$ cat src/cpu_pkg.sv
package cpu_pkg;

    // widths with a meaning in the instruction set
    localparam int WORD_W   = 32;
    localparam int ADDR_W   = 32;
    localparam int RSEL_W   = 3;
    localparam int OP_W     = 6;
    localparam int IMM_W    = 16;
    localparam int NUM_REGS = 8;

    typedef logic [WORD_W-1:0] word_t;
    typedef logic [ADDR_W-1:0] addr_t;
    typedef logic [RSEL_W-1:0] rsel_t;
    typedef logic [OP_W-1:0]   opcode_t;
    typedef logic [IMM_W-1:0]  imm_t;

    // instruction opcodes, bits 5..0 of the instruction word
    localparam opcode_t OP_NOP = 6'd0;
    localparam opcode_t OP_LI  = 6'd1;
    localparam opcode_t OP_ADD = 6'd2;
    localparam opcode_t OP_SUB = 6'd3;
    localparam opcode_t OP_AND = 6'd4;
    localparam opcode_t OP_OR  = 6'd5;
    localparam opcode_t OP_XOR = 6'd6;
    localparam opcode_t OP_ST  = 6'd7;
    localparam opcode_t OP_SLT = 6'd8;
    localparam opcode_t OP_LD  = 6'd9;
    localparam opcode_t OP_JMP = 6'd10;
    localparam opcode_t OP_BRF = 6'd11;

    // instruction field positions
    localparam int OPC_LSB = 0;
    localparam int SELA_LSB = 6;
    localparam int SELB_LSB = 9;
    localparam int SELD_LSB = 12;
    localparam int HL_BIT = 15;
    localparam int IMM_LSB = 16;

    // three steps per instruction
    typedef enum logic [1:0] {
        FETCH,
        EXECUTE,
        ADVANCE
    } seq_state_t;

endpackage

$ cat src/alu.sv
`timescale 1ns/1ns

module alu
    import cpu_pkg::*;
(
    input  opcode_t opcode,
    input  word_t   reg_a,
    input  word_t   reg_b,
    input  word_t   data,
    input  imm_t    value,
    input  logic    highlow,
    input  logic    flag_a,
    input  logic    flag_b,
    output word_t   result,
    output logic    flag_out,
    output logic    reg_write,
    output logic    jump,
    output addr_t   jump_addr
);

    logic [WORD_W:0] sum;
    word_t           diff;
    word_t           imm_ext;
    logic            less;
    logic            equal;

    assign sum     = {1'b0, reg_a} + {1'b0, reg_b};
    assign diff    = reg_a - reg_b;
    assign imm_ext = word_t'(value);
    assign less    = reg_a < reg_b;
    assign equal   = reg_a == reg_b;

    // result and flag per opcode
    always_comb
    begin
        result    = '0;
        flag_out  = 1'b0;
        reg_write = 1'b0;
        case (opcode)
            OP_LI:
            begin
                // high half keeps the low half of source a
                if (highlow)
                    result = {value, reg_a[IMM_W-1:0]};
                else
                    result = imm_ext;
                flag_out  = result == '0;
                reg_write = 1'b1;
            end
            OP_ADD:
            begin
                result    = sum[WORD_W-1:0];
                flag_out  = sum[WORD_W];
                reg_write = 1'b1;
            end
            OP_SUB:
            begin
                // borrow out
                result    = diff;
                flag_out  = less;
                reg_write = 1'b1;
            end
            OP_AND:
            begin
                result    = reg_a & reg_b;
                flag_out  = result == '0;
                reg_write = 1'b1;
            end
            OP_OR:
            begin
                result    = reg_a | reg_b;
                flag_out  = result == '0;
                reg_write = 1'b1;
            end
            OP_XOR:
            begin
                result    = reg_a ^ reg_b;
                flag_out  = result == '0;
                reg_write = 1'b1;
            end
            OP_SLT:
            begin
                // equal operands count as less when flag b is set
                result    = word_t'(less);
                flag_out  = less | (equal & flag_b);
                reg_write = 1'b1;
            end
            OP_LD:
            begin
                result    = data;
                flag_out  = data == '0;
                reg_write = 1'b1;
            end
            default:
            begin
                reg_write = 1'b0;
            end
        endcase
    end

    assign jump      = (opcode == OP_JMP) | ((opcode == OP_BRF) & flag_a);
    assign jump_addr = addr_t'(value);

endmodule

$ cat src/cpu.sv
`timescale 1ns/1ns

module cpu
    import cpu_pkg::*;
#(
    parameter addr_t RESET_PC = '0
)
(
    input  logic  clear,
    input  logic  reset,
    input  word_t data,
    output word_t datao,
    output addr_t address,
    output logic  rw
);

    seq_state_t state;
    opcode_t    opcode;
    rsel_t      sel_a;
    rsel_t      sel_b;
    rsel_t      sel_d;
    logic       highlow;
    imm_t       value;
    logic       write_en;
    word_t      reg_a;
    word_t      reg_b;
    logic       flag_a;
    logic       flag_b;
    word_t      result;
    logic       flag_out;
    logic       reg_write;
    logic       jump;
    addr_t      jump_addr;

    sequencer u_sequencer (
        .clear     (clear),
        .reset     (reset),
        .data      (data),
        .reg_write (reg_write),
        .reg_a     (reg_a),
        .state     (state),
        .opcode    (opcode),
        .sel_a     (sel_a),
        .sel_b     (sel_b),
        .sel_d     (sel_d),
        .highlow   (highlow),
        .value     (value),
        .write_en  (write_en),
        .rw        (rw),
        .datao     (datao)
    );

    register_file u_register_file (
        .clear    (clear),
        .reset    (reset),
        .write_en (write_en),
        .sel_d    (sel_d),
        .result   (result),
        .flag_out (flag_out),
        .sel_a    (sel_a),
        .sel_b    (sel_b),
        .reg_a    (reg_a),
        .reg_b    (reg_b),
        .flag_a   (flag_a),
        .flag_b   (flag_b)
    );

    alu u_alu (
        .opcode    (opcode),
        .reg_a     (reg_a),
        .reg_b     (reg_b),
        .data      (data),
        .value     (value),
        .highlow   (highlow),
        .flag_a    (flag_a),
        .flag_b    (flag_b),
        .result    (result),
        .flag_out  (flag_out),
        .reg_write (reg_write),
        .jump      (jump),
        .jump_addr (jump_addr)
    );

    program_counter #(
        .RESET_PC (RESET_PC)
    ) u_program_counter (
        .clear     (clear),
        .reset     (reset),
        .state     (state),
        .opcode    (opcode),
        .value     (value),
        .jump      (jump),
        .jump_addr (jump_addr),
        .address   (address)
    );

endmodule

$ cat src/program_counter.sv
`timescale 1ns/1ns

module program_counter
    import cpu_pkg::*;
#(
    parameter addr_t RESET_PC = '0
)
(
    input  logic       clear,
    input  logic       reset,
    input  seq_state_t state,
    input  opcode_t    opcode,
    input  imm_t       value,
    input  logic       jump,
    input  addr_t      jump_addr,
    output addr_t      address
);

    addr_t pc;
    addr_t pc_next;
    logic  data_access;

    assign pc_next = jump ? jump_addr : pc + addr_t'(1);

    always_ff @(posedge clear)
    begin
        if (reset)
            pc <= RESET_PC;
        else if (state == ADVANCE)
            pc <= pc_next;
    end

    // loads and stores take the port during execute
    assign data_access = (state == EXECUTE) & ((opcode == OP_LD) | (opcode == OP_ST));
    assign address     = data_access ? addr_t'(value) : pc;

endmodule

$ cat src/register_file.sv
`timescale 1ns/1ns

module register_file
    import cpu_pkg::*;
(
    input  logic  clear,
    input  logic  reset,
    input  logic  write_en,
    input  rsel_t sel_d,
    input  word_t result,
    input  logic  flag_out,
    input  rsel_t sel_a,
    input  rsel_t sel_b,
    output word_t reg_a,
    output word_t reg_b,
    output logic  flag_a,
    output logic  flag_b
);

    word_t                regs [NUM_REGS];
    logic  [NUM_REGS-1:0] flags;

    // one write port, register and its flag written together
    always_ff @(posedge clear)
    begin
        if (reset)
        begin
            for (int i = 0; i < NUM_REGS; i++)
            begin
                regs[i] <= '0;
            end
            flags <= '0;
        end
        else if (write_en)
        begin
            regs[sel_d]  <= result;
            flags[sel_d] <= flag_out;
        end
    end

    // combinational reads
    always_comb
    begin
        reg_a = regs[sel_a];
        reg_b = regs[sel_b];
    end

    // flag reads follow the register selects
    always_comb
    begin
        flag_a = flags[sel_a];
        flag_b = flags[sel_b];
    end

endmodule

$ cat src/sequencer.sv
`timescale 1ns/1ns

module sequencer
    import cpu_pkg::*;
(
    input  logic       clear,
    input  logic       reset,
    input  word_t      data,
    input  logic       reg_write,
    input  word_t      reg_a,
    output seq_state_t state,
    output opcode_t    opcode,
    output rsel_t      sel_a,
    output rsel_t      sel_b,
    output rsel_t      sel_d,
    output logic       highlow,
    output imm_t       value,
    output logic       write_en,
    output logic       rw,
    output word_t      datao
);

    seq_state_t state_next;
    word_t      instr;

    // fetch, execute, advance, repeat
    always_comb
    begin
        case (state)
            FETCH:   state_next = EXECUTE;
            EXECUTE: state_next = ADVANCE;
            ADVANCE: state_next = FETCH;
            default: state_next = FETCH;
        endcase
    end

    always_ff @(posedge clear)
    begin
        if (reset)
            state <= FETCH;
        else
            state <= state_next;
    end

    // instruction register loads from the memory port while fetching
    always_ff @(posedge clear)
    begin
        if (reset)
            instr <= '0;
        else if (state == FETCH)
            instr <= data;
    end

    // field decode
    assign opcode  = instr[OPC_LSB +: OP_W];
    assign sel_a   = instr[SELA_LSB +: RSEL_W];
    assign sel_b   = instr[SELB_LSB +: RSEL_W];
    assign sel_d   = instr[SELD_LSB +: RSEL_W];
    assign highlow = instr[HL_BIT];
    assign value   = instr[IMM_LSB +: IMM_W];

    // register write lands on the edge that ends execute
    assign write_en = reg_write & (state == EXECUTE);

    // rw is a read level except for the execute cycle of a store
    assign rw    = ~((state == EXECUTE) & (opcode == OP_ST));
    assign datao = reg_a;

endmodule

$ cat config.mk
export PLATFORM = sky130hd
export DESIGN_NAME = cpu
export DESIGN_NICKNAME = d
export VERILOG_FILES = /design/src/cpu_pkg.sv /design/src/alu.sv /design/src/cpu.sv /design/src/program_counter.sv /design/src/register_file.sv /design/src/sequencer.sv
export SDC_FILE = /design/constraint.sdc
export NUM_CORES = 1
export LEC_CHECK = 0
export BUFFER_PORTS_ARGS = -buffer_cell sky130_fd_sc_hd__clkbuf_2
export CAP_MARGIN = 20
export CORE_AREA = 2 2 257 309
export CTS_BUF_LIST = sky130_fd_sc_hd__clkbuf_2
export CTS_CLUSTER_SIZE = 12
export DETAILED_ROUTE_END_ITERATION = 10
export DIE_AREA = 0 0 259 311
export PLACE_DENSITY_LB_ADDON = 0.25
export SETUP_SLACK_MARGIN = 0.4
export SLEW_MARGIN = 10
export SYNTH_ARGS = -nofsm -noshare
export SYNTH_HDL_FRONTEND = slang
export SYNTH_SLANG_ARGS = --single-unit
export TNS_END_PERCENT = 50
$ cat constraint.sdc
create_clock -name clear -period 5.17 [get_ports clear]
set_input_delay 1.034 -clock clear [delete_from_list [all_inputs] [get_ports clear]]
set_output_delay 1.034 -clock clear [all_outputs]
set_load 0.05 [all_outputs]
==> metrics <==
run status complete, no violations; worst hold path class primary input to flip-flop; Filler cells 7,905; routability congestion estimate roughly 1; GRT Overall Usage 22.34%; most frequent CP cell buf_12; crit path launch type flip-flop; fin crit period between 4 and 5 ns; post-synthesis register bit count 336; Slew Viols, Final 0; grt peak-use layer met2; Worst Max-Slew Pin Slew 1.046 ns; htree depth 3; die footprint 0.08055 mm^2; Syn Area/Cell 10.23 um^2; die extent in y roughly 310 um; Synth Area in Adders 6.250%; Synth Flop Type edfxtp_1; Max Clock Skew 0.2233 ns; post-synthesis xor/xnor area fraction under 10%; unrepaired setup endpoints after global routing yes; RR Endpoint u_register_file.regs[7][27]; Reg area 0.009310 mm^2; r2r setup slk 0.53 ns; starting DRC count in detailed routing 1,874; Post-DP Area between 0.02 and 0.03 mm^2; routed vias/inst 5.582; Layout Utilization around a third; Seq/Total Area, Yosys 40.28%; initial antenna violation count 5; grt total ovfl 0; Highest Clock Rate 215.4 MHz; Arr. time, crit path 5.52 ns; WP data required 6.05 ns; synth cell count leaders 384 x nor2_1, 256 x edfxtp_1, 164 x a21oi_1; WHS Path Cells 3; vias in the first global route 19,750; grt met1 use 27.61%; period utilisation layout 89.78%; drc violations 0; Slew HR 30.16%; vias post-DR 19,850; cell area after synthesis ~0.023 mm^2; Sw Pwr approximately 0.0034 W; clock share of power approximately a quarter; Longest Clk Path Bufs 3; Port Buffer Count 98; register clock-pin slew on the reported worst setup and hold paths 0.10 ns; static leakage approximately 10 nW; overall power 0.008298 W; Final Hold Fails 0; largest net degree at the start of global routing 48; CTS buffer count 88; Final #Nets 2,608; Site Rows 112; HPWL after detailed placement between 60,000 and 70,000 um; max cap viols 0; top-area cell type share of the netlist area around a third; Cell Pwr Density ~310 mW/mm^2; Critical Path End Type flip-flop; clk sinks about 340; CP max-delay cell ha_1; Synth area leader edfxtp_1; Routed WL per cell 25.86 um; crit path max fanout 19; number of enable flip-flop cells after synthesis 256; DR pass1 iterations 5; Core Footprint 0.07749 mm^2; drt total wl slightly above 90,000 um; synthesized instance count 2,254; CTS tree built; Final Instance Area 0.02680 mm^2; I/O pins 99; worst path cell trace buf_12, buf_12, buf_4, mux4_2, mux2i_1, ha_1, nor4_2, nor2b_1, or3_1, a211o_1, a31o_2, mux2_2, a22oi_4, nor2_1; most common cell in the synthesized netlist nor2_1; crit-path max cell delay 0.54 ns; Comb pwr share 38.8%; die width 259 um; simple-gate portion of the synthesized area approximately 15%; post-synthesis mux area share approximately 18%; largest family of logic cells by synthesized area multiplexers; worst hold start data[14]; r2r worst-path depth 14; worst vdd ir 0.1538 mV; top cells by area, synth edfxtp_1 33%, mux4_2 13%, dfxtp_1 6.9%; Async S/R FF share, synth 0%; crit path kind flip-flop to flip-flop; Sw Share a little over 40%; Area Overhead vs Synth 16.19%; final setup violation count 0; final setup TNS 0 ns; net count after synthesis around 2,400; Power Internal 0.004910 W; hold worst-path end u_sequencer.instr[14]; clk_lat worst skew about 1.3 ns; complex-gate fraction of the synthesized area between 10 and 15%; met2 Track Usage GR 38.67%; Yosys cell types 89; Reg power frac 37.7%; met3 Use GR between 3 and 4%; YS warnings 0; CTS root buffer clkbuf_2; starting density of the core 29.76%; area of the multi-input gates 0.01292 mm^2; layout cell share with drive strength beyond 1 around a quarter; first-pass GRT wire length 133,000 um; Routed Antenna Nets 0
sequential cells by signal (all words and copies together) (netlist names), named ones only:
register / count
u_register_file.regs: 256
u_register_file.flags: 8
u_sequencer.instr: 32
u_sequencer.state: 2
u_program_counter.pc: 32
routing by layer:
| layer | vias to the layer above | share of wire [%] |
|---|---|---|
| li1 | 8839 | - |
| met1 | 10000 | 40 |
| met2 | 825 | 50 |
| met3 | 176 | 6.4 |
| met4 | 6 | 3.6 |
| met5 | - | 0.048 |
critical path, delay by kind of cell (launching register included):
family,cells,cell delay [ns]
AND/OR/NAND/NOR,4,0.84
AO/OA/AOI/OAI,3,0.79
buffers and inverters,3,0.67
flip-flops,1,0.40
multiplexers,3,1.04
adder cells (fa/ha/maj),1,0.54
cells in the final DEF (no fill, tap or decap), drive strengths merged, types with 21 or more instances in the layout:
master / synthesis / final
buf: 55 / 162
nor3: 43 / 43
ha: 112 / 112
nor4: 31 / 31
mux2: 21 / 21
a221oi: 28 / 28
mux2i: 86 / 86
nand3: 29 / 29
nand2: 150 / 150
inv: 114 / 118
mux4: 132 / 132
edfxtp: 256 / 256
o21ai: 85 / 85
nand4: 23 / 23
clkinv: 1 / 28
clkbuf: 99 / 223
and2: 24 / 24
nor2: 385 / 385
a21oi: 167 / 167
dfxtp: 80 / 80
o22ai: 28 / 28
area by class of cell:
cell class                 instances  share of cell area, %
antenna                            4                0.03736
clock buffer                     124                  2.316
clock inverter                    32                 0.7191
inverter                         115                  1.611
multi-input combinational       1649                  48.21
sequential                       336                  34.75
tap                             1026                  4.791
timing repair buffer             270                  7.574
worst max path at each step:
stage                                   to  slack, ns  cells past startpoint
3_5_place_dp   u_register_file.regs[7][28]       0.26                     15
6_report       u_register_file.regs[7][27]       0.53                     14
3_3_place_gp   u_register_file.regs[0][31]       0.25                     14
5_1_grt        u_register_file.regs[7][27]       0.34                     14
2_1_floorplan  u_register_file.regs[2][23]       0.42                     17
4_1_cts        u_register_file.regs[4][30]       0.31                     16
kinds of logic (layout without fill, tap and decap cells):
kind of cell / Yosys count / count (layout)
AO/OA/AOI/OAI: 487 / 487
AND/OR/NAND/NOR: 779 / 779
flip-flops: 336 / 336
other: 0 / 4
buffers and inverters: 269 / 541
multiplexers: 239 / 239
XOR/XNOR: 30 / 30
adder cells (fa/ha/maj): 114 / 114
power by group through the flow:
| stage | Clock, W | Sequential [W] | Combinational (W) |
|---|---|---|---|
| global route | 0.00214 | 0.00314 | 0.00341 |
| floorplan | 0 | 0.00311 | 0.00198 |
| finish | 0.00195 | 0.00313 | 0.00322 |
| global placement | 0 | 0.00319 | 0.00307 |
| detailed placement | 0 | 0.00320 | 0.00306 |
| CTS | 0.00202 | 0.00313 | 0.00310 |
per-stage QoR:
stage	cells	worst slack [ns]	hold WS (ns)
detailed placement	3368	0.2618	0.4767
global placement	3368	0.2497	0.4692
global route	3556	0.3408	0.07025
finish	3556	0.5283	0.1144
floorplan	2254	0.4170	0.4588
CTS	3537	0.3101	0.02106
repair_timing:
action | 4_1_cts | 5_1_grt
endpoints found under the hold margin | 12 | 0
endpoints found under the setup margin | 105 | 149
pin swaps | 1 | 9
setup buffers | 4 | 13
hold buffers | 9 | 0
resized for setup | 10 | 40
gates cloned | 0 | 1
Note: power is estimated with default switching activity, not from simulation.
